<file path="config.mk">
export PLATFORM = sky130hd
export DESIGN_NAME = mul_unit
export DESIGN_NICKNAME = d
export VERILOG_FILES = /design/src/mul_cfg_pkg.sv /design/src/mul_types_pkg.sv /design/src/delay_line.sv /design/src/operand_collector.sv /design/src/mul_pipeline.sv /design/src/wb_formatter.sv /design/src/mul_unit.sv
export SDC_FILE = /design/constraint.sdc
export NUM_CORES = 2
export LEC_CHECK = 0
export BUFFER_PORTS_ARGS = -buffer_cell sky130_fd_sc_hd__buf_2
export CAP_MARGIN = 40
export CORE_MARGIN = 2
export CORE_UTILIZATION = 40
export DETAILED_ROUTE_END_ITERATION = 12
export PLACE_DENSITY = 0.62
export SETUP_SLACK_MARGIN = 0.02
export SLEW_MARGIN = 40
export SYNTH_ARGS = -nofsm -noshare
export SYNTH_HDL_FRONTEND = slang
export SYNTH_HIERARCHICAL = 1
export SYNTH_SLANG_ARGS = --single-unit
</file>
<file path="constraint.sdc">
create_clock -name clock -period 13.47 [get_ports clock]
set_input_delay 0 -clock clock [delete_from_list [all_inputs] [get_ports clock]]
set_output_delay 0 -clock clock [all_outputs]
set_load 0.05 [all_outputs]
</file>
<file path="src/mul_cfg_pkg.sv">
package mul_cfg_pkg;

    ////////////////////////////////////////
    // Datapath widths

    // One register operand
    localparam int DATA_WIDTH     = 32;

    // Full unsigned product of two operands
    localparam int PRODUCT_WIDTH  = 2 * DATA_WIDTH;

    ////////////////////////////////////////
    // Core bookkeeping widths

    // Reorder buffer ticket
    localparam int ROB_ID_WIDTH   = 5;

    // Architectural register address
    localparam int REG_ADDR_WIDTH = 5;

    localparam int PC_WIDTH       = 32;

    ////////////////////////////////////////
    // Multiplier timing

    // Register stages between issue and the writeback register
    localparam int MUL_STAGES     = 3;

endpackage

</file>
<file path="src/mul_types_pkg.sv">
package mul_types_pkg;

    import mul_cfg_pkg::*;

    ////////////////////////////////////////
    // Decode to multiply unit

    typedef struct packed {
        logic [DATA_WIDTH-1:0]     ra_data;
        logic [DATA_WIDTH-1:0]     rb_data;
        // Renamed sources in the ROB
        logic [ROB_ID_WIDTH-1:0]   ticket_src1;
        logic [ROB_ID_WIDTH-1:0]   ticket_src2;
        // Source value still owned by an older instruction
        logic                      rob_blocks_src1;
        logic                      rob_blocks_src2;
        logic [REG_ADDR_WIDTH-1:0] rd_addr;
        logic [ROB_ID_WIDTH-1:0]   instr_id;
        logic [PC_WIDTH-1:0]       pc;
    } mul_request_t;

    ////////////////////////////////////////
    // Carried beside the product

    typedef struct packed {
        logic [ROB_ID_WIDTH-1:0]   instr_id;
        logic [REG_ADDR_WIDTH-1:0] rd_addr;
        logic [PC_WIDTH-1:0]       pc;
    } mul_tag_t;

    ////////////////////////////////////////
    // Multiply unit to writeback

    typedef struct packed {
        logic [ROB_ID_WIDTH-1:0]   instr_id;
        logic [PC_WIDTH-1:0]       pc;
        logic [REG_ADDR_WIDTH-1:0] rd_addr;
        // Low half of the product
        logic [DATA_WIDTH-1:0]     data;
        // High half nonzero
        logic                      overflow;
    } wb_request_t;

endpackage

</file>
<file path="src/delay_line.sv">
module delay_line
#(
    parameter type payload_t = logic,
    parameter int  DEPTH     = 1
)
(
    input  logic     clock,
    input  logic     rst_n,
    input  logic     flush,
    input  logic     in_valid,
    input  payload_t in_data,
    output logic     out_valid,
    output payload_t out_data
);

    logic [DEPTH-1:0] valid_q;
    payload_t         data_q [DEPTH];

    // Valid chain
    always_ff @(posedge clock)
    begin
        if (!rst_n || flush)
            valid_q <= '0;
        else
        begin
            valid_q[0] <= in_valid;
            for (int i = 1; i < DEPTH; i++)
                valid_q[i] <= valid_q[i-1];
        end
    end

    // Payload only moves with a valid entry
    always_ff @(posedge clock)
    begin
        if (in_valid)
            data_q[0] <= in_data;
        for (int i = 1; i < DEPTH; i++)
            if (valid_q[i-1])
                data_q[i] <= data_q[i-1];
    end

    assign out_valid = valid_q[DEPTH-1];
    assign out_data  = data_q[DEPTH-1];

endmodule

</file>
<file path="src/operand_collector.sv">
module operand_collector
(
    input  logic                                 clock,
    input  logic                                 rst_n,
    input  logic                                 flush,

    // Request from decode
    input  logic                                 req_valid,
    input  mul_types_pkg::mul_request_t          req_info,
    output logic                                 stall,

    // ROB lookup, answered in the same cycle
    output logic [mul_cfg_pkg::ROB_ID_WIDTH-1:0] rob_src1_id,
    output logic [mul_cfg_pkg::ROB_ID_WIDTH-1:0] rob_src2_id,
    input  logic                                 rob_src1_hit,
    input  logic                                 rob_src2_hit,
    input  logic [mul_cfg_pkg::DATA_WIDTH-1:0]   rob_src1_data,
    input  logic [mul_cfg_pkg::DATA_WIDTH-1:0]   rob_src2_data,

    // Register file write snoop
    input  logic                                 rf_write_en,
    input  logic [mul_cfg_pkg::ROB_ID_WIDTH-1:0] rf_write_rob_id,
    input  logic [mul_cfg_pkg::DATA_WIDTH-1:0]   rf_write_data,

    // Issue to the multiplier
    output logic                                 issue_valid,
    output logic [mul_cfg_pkg::DATA_WIDTH-1:0]   issue_ra,
    output logic [mul_cfg_pkg::DATA_WIDTH-1:0]   issue_rb,
    output mul_types_pkg::mul_tag_t              issue_tag
);

    import mul_cfg_pkg::*;
    import mul_types_pkg::*;

    // Held request and per-source capture state
    logic                  waiting_q;
    mul_request_t          req_held_q;
    logic                  found1_q;
    logic                  found2_q;
    logic [DATA_WIDTH-1:0] data1_q;
    logic [DATA_WIDTH-1:0] data2_q;

    logic                  accept;
    logic                  active;
    mul_request_t          cur_req;
    logic                  snoop1;
    logic                  snoop2;
    logic                  capture1;
    logic                  capture2;
    logic                  ready1;
    logic                  ready2;

    ////////////////////////////////////////
    // Live or held request

    // New requests are ignored while one is waiting
    assign accept  = req_valid & ~waiting_q;
    assign active  = accept | waiting_q;
    assign cur_req = accept ? req_info : req_held_q;

    assign rob_src1_id = cur_req.ticket_src1;
    assign rob_src2_id = cur_req.ticket_src2;

    ////////////////////////////////////////
    // Operand readiness

    always_comb
    begin
        snoop1 = rf_write_en & (rf_write_rob_id == cur_req.ticket_src1);
        snoop2 = rf_write_en & (rf_write_rob_id == cur_req.ticket_src2);

        ready1 = ~cur_req.rob_blocks_src1 | rob_src1_hit | found1_q;
        ready2 = ~cur_req.rob_blocks_src2 | rob_src2_hit | found2_q;

        // Only blocked sources not yet found record anything
        capture1 = active & cur_req.rob_blocks_src1 & ~found1_q & (rob_src1_hit | snoop1);
        capture2 = active & cur_req.rob_blocks_src2 & ~found2_q & (rob_src2_hit | snoop2);

        if (!cur_req.rob_blocks_src1)
            issue_ra = cur_req.ra_data;
        else if (rob_src1_hit)
            issue_ra = rob_src1_data;
        else
            issue_ra = data1_q;

        if (!cur_req.rob_blocks_src2)
            issue_rb = cur_req.rb_data;
        else if (rob_src2_hit)
            issue_rb = rob_src2_data;
        else
            issue_rb = data2_q;
    end

    assign issue_valid = active & ready1 & ready2 & ~flush;
    assign stall       = active & ~(ready1 & ready2) & ~flush;

    assign issue_tag.instr_id = cur_req.instr_id;
    assign issue_tag.rd_addr  = cur_req.rd_addr;
    assign issue_tag.pc       = cur_req.pc;

    ////////////////////////////////////////
    // Wait state

    always_ff @(posedge clock)
    begin
        if (!rst_n || flush)
        begin
            waiting_q <= 1'b0;
            found1_q  <= 1'b0;
            found2_q  <= 1'b0;
        end
        else
        begin
            waiting_q <= stall;
            if (issue_valid)
            begin
                found1_q <= 1'b0;
                found2_q <= 1'b0;
            end
            else
            begin
                found1_q <= found1_q | capture1;
                found2_q <= found2_q | capture2;
            end
        end
    end

    // Request and captured operands
    always_ff @(posedge clock)
    begin
        if (accept)
            req_held_q <= req_info;
        // ROB hit wins over a write seen in the same cycle
        if (capture1)
            data1_q <= rob_src1_hit ? rob_src1_data : rf_write_data;
        if (capture2)
            data2_q <= rob_src2_hit ? rob_src2_data : rf_write_data;
    end

endmodule

</file>
<file path="src/mul_pipeline.sv">
module mul_pipeline
(
    input  logic                                  clock,
    input  logic                                  rst_n,
    input  logic                                  flush,

    // From the operand collector
    input  logic                                  issue_valid,
    input  logic [mul_cfg_pkg::DATA_WIDTH-1:0]    issue_ra,
    input  logic [mul_cfg_pkg::DATA_WIDTH-1:0]    issue_rb,
    input  mul_types_pkg::mul_tag_t               issue_tag,

    // To the writeback stage
    output logic                                  pipe_valid,
    output logic [mul_cfg_pkg::PRODUCT_WIDTH-1:0] pipe_product,
    output mul_types_pkg::mul_tag_t               pipe_tag
);

    import mul_cfg_pkg::*;
    import mul_types_pkg::*;

    logic [PRODUCT_WIDTH-1:0] ra_ext;
    logic [PRODUCT_WIDTH-1:0] rb_ext;
    logic [PRODUCT_WIDTH-1:0] product;

    ////////////////////////////////////////
    // Unsigned full-width product

    assign ra_ext  = {{DATA_WIDTH{1'b0}}, issue_ra};
    assign rb_ext  = {{DATA_WIDTH{1'b0}}, issue_rb};
    assign product = ra_ext * rb_ext;

    ////////////////////////////////////////
    // Retiming stages

    // Product and the valid bit
    delay_line
    #(
        .payload_t (logic [PRODUCT_WIDTH-1:0]),
        .DEPTH     (MUL_STAGES)
    )
    product_stages
    (
        .clock     (clock),
        .rst_n     (rst_n),
        .flush     (flush),
        .in_valid  (issue_valid),
        .in_data   (product),
        .out_valid (pipe_valid),
        .out_data  (pipe_product)
    );

    // Tag moves in lockstep so its own valid is redundant
    delay_line
    #(
        .payload_t (mul_tag_t),
        .DEPTH     (MUL_STAGES)
    )
    tag_stages
    (
        .clock     (clock),
        .rst_n     (rst_n),
        .flush     (flush),
        .in_valid  (issue_valid),
        .in_data   (issue_tag),
        .out_valid (),
        .out_data  (pipe_tag)
    );

endmodule

</file>
<file path="src/wb_formatter.sv">
module wb_formatter
(
    input  logic                                  clock,
    input  logic                                  rst_n,
    input  logic                                  flush,

    // From the last multiplier stage
    input  logic                                  pipe_valid,
    input  logic [mul_cfg_pkg::PRODUCT_WIDTH-1:0] pipe_product,
    input  mul_types_pkg::mul_tag_t               pipe_tag,

    // Writeback request
    output logic                                  wb_valid,
    output mul_types_pkg::wb_request_t            wb_info
);

    import mul_cfg_pkg::*;
    import mul_types_pkg::*;

    wb_request_t wb_next;

    always_comb
    begin
        wb_next.instr_id = pipe_tag.instr_id;
        wb_next.pc       = pipe_tag.pc;
        wb_next.rd_addr  = pipe_tag.rd_addr;
        wb_next.data     = pipe_product[DATA_WIDTH-1:0];
        // Result does not fit in one register
        wb_next.overflow = |pipe_product[PRODUCT_WIDTH-1:DATA_WIDTH];
    end

    always_ff @(posedge clock)
    begin
        if (!rst_n || flush)
            wb_valid <= 1'b0;
        else
            wb_valid <= pipe_valid;
    end

    always_ff @(posedge clock)
    begin
        if (pipe_valid)
            wb_info <= wb_next;
    end

endmodule

</file>
<file path="src/mul_unit.sv">
module mul_unit
(
    input  logic                                 clock,
    input  logic                                 rst_n,
    input  logic                                 flush,

    // Decode
    input  logic                                 req_valid,
    input  mul_types_pkg::mul_request_t          req_info,
    output logic                                 stall,

    // ROB bypass
    output logic [mul_cfg_pkg::ROB_ID_WIDTH-1:0] rob_src1_id,
    output logic [mul_cfg_pkg::ROB_ID_WIDTH-1:0] rob_src2_id,
    input  logic                                 rob_src1_hit,
    input  logic                                 rob_src2_hit,
    input  logic [mul_cfg_pkg::DATA_WIDTH-1:0]   rob_src1_data,
    input  logic [mul_cfg_pkg::DATA_WIDTH-1:0]   rob_src2_data,

    // Register file write snoop
    input  logic                                 rf_write_en,
    input  logic [mul_cfg_pkg::ROB_ID_WIDTH-1:0] rf_write_rob_id,
    input  logic [mul_cfg_pkg::DATA_WIDTH-1:0]   rf_write_data,

    // Writeback
    output logic                                 wb_valid,
    output mul_types_pkg::wb_request_t           wb_info
);

    import mul_cfg_pkg::*;
    import mul_types_pkg::*;

    logic                     issue_valid;
    logic [DATA_WIDTH-1:0]    issue_ra;
    logic [DATA_WIDTH-1:0]    issue_rb;
    mul_tag_t                 issue_tag;

    logic                     pipe_valid;
    logic [PRODUCT_WIDTH-1:0] pipe_product;
    mul_tag_t                 pipe_tag;

    operand_collector collector
    (
        .clock           (clock),
        .rst_n           (rst_n),
        .flush           (flush),
        .req_valid       (req_valid),
        .req_info        (req_info),
        .stall           (stall),
        .rob_src1_id     (rob_src1_id),
        .rob_src2_id     (rob_src2_id),
        .rob_src1_hit    (rob_src1_hit),
        .rob_src2_hit    (rob_src2_hit),
        .rob_src1_data   (rob_src1_data),
        .rob_src2_data   (rob_src2_data),
        .rf_write_en     (rf_write_en),
        .rf_write_rob_id (rf_write_rob_id),
        .rf_write_data   (rf_write_data),
        .issue_valid     (issue_valid),
        .issue_ra        (issue_ra),
        .issue_rb        (issue_rb),
        .issue_tag       (issue_tag)
    );

    mul_pipeline pipeline
    (
        .clock        (clock),
        .rst_n        (rst_n),
        .flush        (flush),
        .issue_valid  (issue_valid),
        .issue_ra     (issue_ra),
        .issue_rb     (issue_rb),
        .issue_tag    (issue_tag),
        .pipe_valid   (pipe_valid),
        .pipe_product (pipe_product),
        .pipe_tag     (pipe_tag)
    );

    wb_formatter writeback
    (
        .clock        (clock),
        .rst_n        (rst_n),
        .flush        (flush),
        .pipe_valid   (pipe_valid),
        .pipe_product (pipe_product),
        .pipe_tag     (pipe_tag),
        .wb_valid     (wb_valid),
        .wb_info      (wb_info)
    );

endmodule

</file>
-- Word level (Yosys, flattened, before mapping)
Memory sizes are Yosys's and may differ from the RTL's. A register that Yosys moved wholly into a read port is not among the register bits.
Cells that the tools add are included.
- register bits: 224
- bits in writable memories: 318
- logic and storage cells: 76
- memories kept: 2
- $mul: 1
- eq/ne operators: 2
- muxes and demuxes: 17
- bitwise operators: 31
- reductions and logical operators: 4
- memories (name ; words ; width ; read ports ; clocked after Yosys merged registers in ; write ports ; RTL line ; text):
    pipeline.product_stages.data_q ; 3 ; 64 ; 3 ; 0 ; 3 ; delay_line.sv:17 ; payload_t data_q [DEPTH];
    pipeline.tag_stages.data_q ; 3 ; 42 ; 3 ; 1 ; 3 ; delay_line.sv:17 ;
- operators with widths (cell ; number):
    32-bit 2-to-1 mux ; 6
    118-bit 2-to-1 mux ; 1
    32-bit by 32-bit multiplier with 64-bit output ; 1
    32-bit OR reduction ; 1
    1-bit AND ; 15
    5-bit equality test ; 2
    1-bit 2-to-1 mux ; 10
    1-bit bitwise OR ; 9
    1-bit NOT ; 7
    2-bit OR reduction ; 1
    1-bit zero test ; 1
    1-bit logical OR ; 1

-- Depth between registers and ports, before layout
- depth after elaboration: 11
- mapped depth: 37

-- Hierarchy
The synthesis kept the hierarchy.
- by module, submodules not included (module ; instances ; cells an instance ; area an instance (um^2)):
    mul_pipeline ; 1 ; 3703 ; 33414.5
    operand_collector ; 1 ; 1038 ; 8531.9
    delay_line at pipeline.product_stages ; 1 ; 262 ; 6332.3
    delay_line at pipeline.tag_stages ; 1 ; 174 ; 4185.3
    wb_formatter ; 1 ; 89 ; 2354.8

-- Worst setup path before layout
No wires, ideal clock.
- path kind: reg-to-reg
- start: register collector.waiting_q
- end: register collector.found1_q
- arrival time: 11.882 ns
- required time: 13.355 ns
- setup slack: 1.473 ns
- cell stages (with the launch flop): 7
- cell sequence: dfxtp_1 nor2b_4 mux2i_1 nor3_1 nor4_1 or3b_1 o21ba_1
- cells in the longest elaborated chain, start to end: 10
- elaborated cells on any way between the ends: 21
- ends and longest elaborated chain (element ; RTL line ; text):
    start: declaration ; operand_collector.sv:36 ; logic waiting_q;
    start signal: assignment ; operand_collector.sv:114 ; waiting_q <= stall;
    1-bit NOT ; operand_collector.sv:57 ; assign accept = req_valid & ~waiting_q;
    1-bit AND ; operand_collector.sv:57 ;
    118-bit 2-to-1 mux ; operand_collector.sv:59 ; assign cur_req = accept ? req_info : req_held_q;
    1-bit NOT ; operand_collector.sv:72 ; ready1 = ~cur_req.rob_blocks_src1 | rob_src1_hit | found1_q;
    1-bit bitwise OR (2 in series) ; operand_collector.sv:72 ;
    1-bit AND ; operand_collector.sv:94 ; assign issue_valid = active & ready1 & ready2 & ~flush;
    1-bit AND (*) (2 in series) ; operand_collector.sv:94 ;
    named net issue_valid ; mul_unit.sv:33 ; logic issue_valid;
    2-bit OR reduction (no line) (*) ; n/a ;
    end signal: assignment ; operand_collector.sv:122 ; found1_q <= found1_q | capture1;
    end: declaration ; operand_collector.sv:38 ; logic found1_q;
Mark *: on every way through the listed nets, which the timed path passes. The rest lies on a longest branch.
A chain may end at the register's enable or synchronous reset.

==> impl_metrics.ini <==
[grt]
overflow = 0
gr-usage-met1 = 0.2687
first_global_vias = 41580
grt_use_total = 0.2221
grt_pass1_wl_um = 239700
use_met3 = 0.04404
grt_antenna_before_repair = 19
gr-max-usage-layer = met2
use_met2 = 0.3848
grt_max_degree = 73

[floorplan]
core_mm2 = 0.1356
dieArea_mm2 = 0.1400
ios = 313
dieWidth_um = 374.1
num_rows = 135
start_util = 0.4039
die_y_um = 374.1

[logic_synthesis]
yosys_warnings = 6
synth_cells = 5264
syn_area_per_cell_um2 = 10.41
syn_area_mm2 = 0.05479
syn_nets = 6649

[layout]
fin_util = 0.4607
nFillCells = 12470
final_nets = 6942
syn_to_final_growth_pct = 14.05
drive_gt1_frac = 0.1038

[worst_hold_path]
hp-class = in -> reg

[setup_path]
critPathSlowestCell = nor3_2
cp_common_cell = fa_1
worstSetupPathType = reg -> reg
cp-end-kind = flip-flop
cp.required_ns = 13.84
path_delay_family = adder cells
cp_max_fo = 67
crit_buf_inv = 8
cp-start-kind = flip-flop
arrival_ns = 11.28
cpPeakStageDelay_ns = 0.74

[status]
status = complete, no violations

[sta]
clock.fmax_ghz = 0.09169
worstMarginPinSlew_ns = 0.8502
maxSlewHeadroom = 0.4332
timing.final.crit_share = 0.8097
fin_tns_setup_ns = 0
skew_ns = 0.07157
finalSetupViolCount = 0
rsz0062_at_grt = no
final-max-slew-violation-count = 0
hold_violations = 0
fin_ws_ns = 2.563
finalCriticalPeriod_ns = 10.91

[route]
ant_nets = 0
wl_per_cell_um = 20.54
via_count = 37810
drc_errors = 0
firstDrtPassIters = 7
drt_iter0_markers = 2544
wirelength_um = 152100
via_per_inst = 5.107

[clock_network]
cts_sinks = 584
clockBufferDepth = 3
numCtsBuffers = 61
cts_tree = done
clkTransAtPathRegs_ns = 0.06
root_buffer = clkbuf_16
cts_max_level = 2
clk_latency_ns = 0.69

[placement]
numPortBuffers = 312
place_ws_ns = 2.936
dp_hpwl_um = 107300
gp_congestion = 0.9047

[run]
maxCapViolCount = 0
## worst register-to-register path, delay by kind of cell, from the launching register on
kind / cells / cell delay [ns]
flip-flops: 1 / 0.37
AO/OA/AOI/OAI: 7 / 1.83
adder cells (fa/ha/maj): 9 / 4.43
XOR/XNOR: 1 / 0.14
AND/OR/NAND/NOR: 5 / 1.69
buffers and inverters: 8 / 1.80
multiplexers: 1 / 0.32
## worst paths after layout
path / from / end / slack [ns] / cells after the start
min reg2reg: pipeline/product_stages/data_q[0][65] / pipeline/product_stages/data_q[0][129] / 0.36 / 0
max reg2reg: collector/waiting_q / pipeline/product_stages/data_q[0][62] / 2.56 / 31
max: collector/waiting_q / pipeline/product_stages/data_q[0][62] / 2.56 / 31
min: req_info[38] / collector/req_held_q[38] / 0.08 / 4
## repair_timing
item | CTS | global route
endpoints found under the setup margin | 0 | 0
setup buffers | 0 | 0
hold buffers | 280 | 0
endpoints found under the hold margin | 247 | 0
resized for setup | 0 | 0
## layout by cell type (no fill, tap or decap), drive strengths merged, types with 19 or more instances in the layout
cell,count
a21o,29
a21oi,71
and2,605
buf,395
clkbuf,85
clkinv,19
dfxtp,127
dlygate4sd3,280
edfxtp,457
fa,896
ha,263
inv,904
mux2i,66
nand2,933
nand4,27
nor2,39
o21ai,170
xnor2,42
xor2,31
## through the flow
stage / std cells / hold WS, ns / cell area (um2)
floorplan: 5264 / 0.07151 / 54790
global placement: 6977 / 0.2085 / 57250
detailed placement: 6995 / 0.2148 / 57590
CTS: 7389 / 0.04220 / 62450
global route: 7401 / 0.06924 / 62480
finish: 7403 / 0.07883 / 62490
## metal layers
layer / vias to the layer above / share of wire
met2: 1483 / 0.50
met3: 407 / 0.070
met5: - / 0
met1: 19360 / 0.39
li1: 16550 / -
met4: 0 / 0.045
## cell type report
type / instances / area, um2 / share of cell area
diodes: 14 / 35.03 / 0.0005606
well taps: 1781 / 2228 / 0.03566
multi-input cells: 3334 / 33330 / 0.5333
inverters: 901 / 3382 / 0.05412
repair buffers: 675 / 5187 / 0.08301
clock inverters: 29 / 365.4 / 0.005847
clock buffers: 85 / 1687 / 0.02699
flip-flops and latches: 584 / 16280 / 0.2605
## sequential cells by signal, summed over array words and instances, names as in the netlist
signal,cells
collector/data1_q,32
collector/data2_q,32
collector/found1_q,1
collector/found2_q,1
collector/req_held_q,118
collector/waiting_q,1
pipeline/product_stages/data_q,192
pipeline/product_stages/valid_q,3
pipeline/tag_stages/data_q,126
pipeline/tag_stages/valid_q,2
writeback/wb_info,75
writeback/wb_valid,1
Power is not shown: default switching activity piles up to over one toggle a cycle in this logic, so the estimate is an artifact.
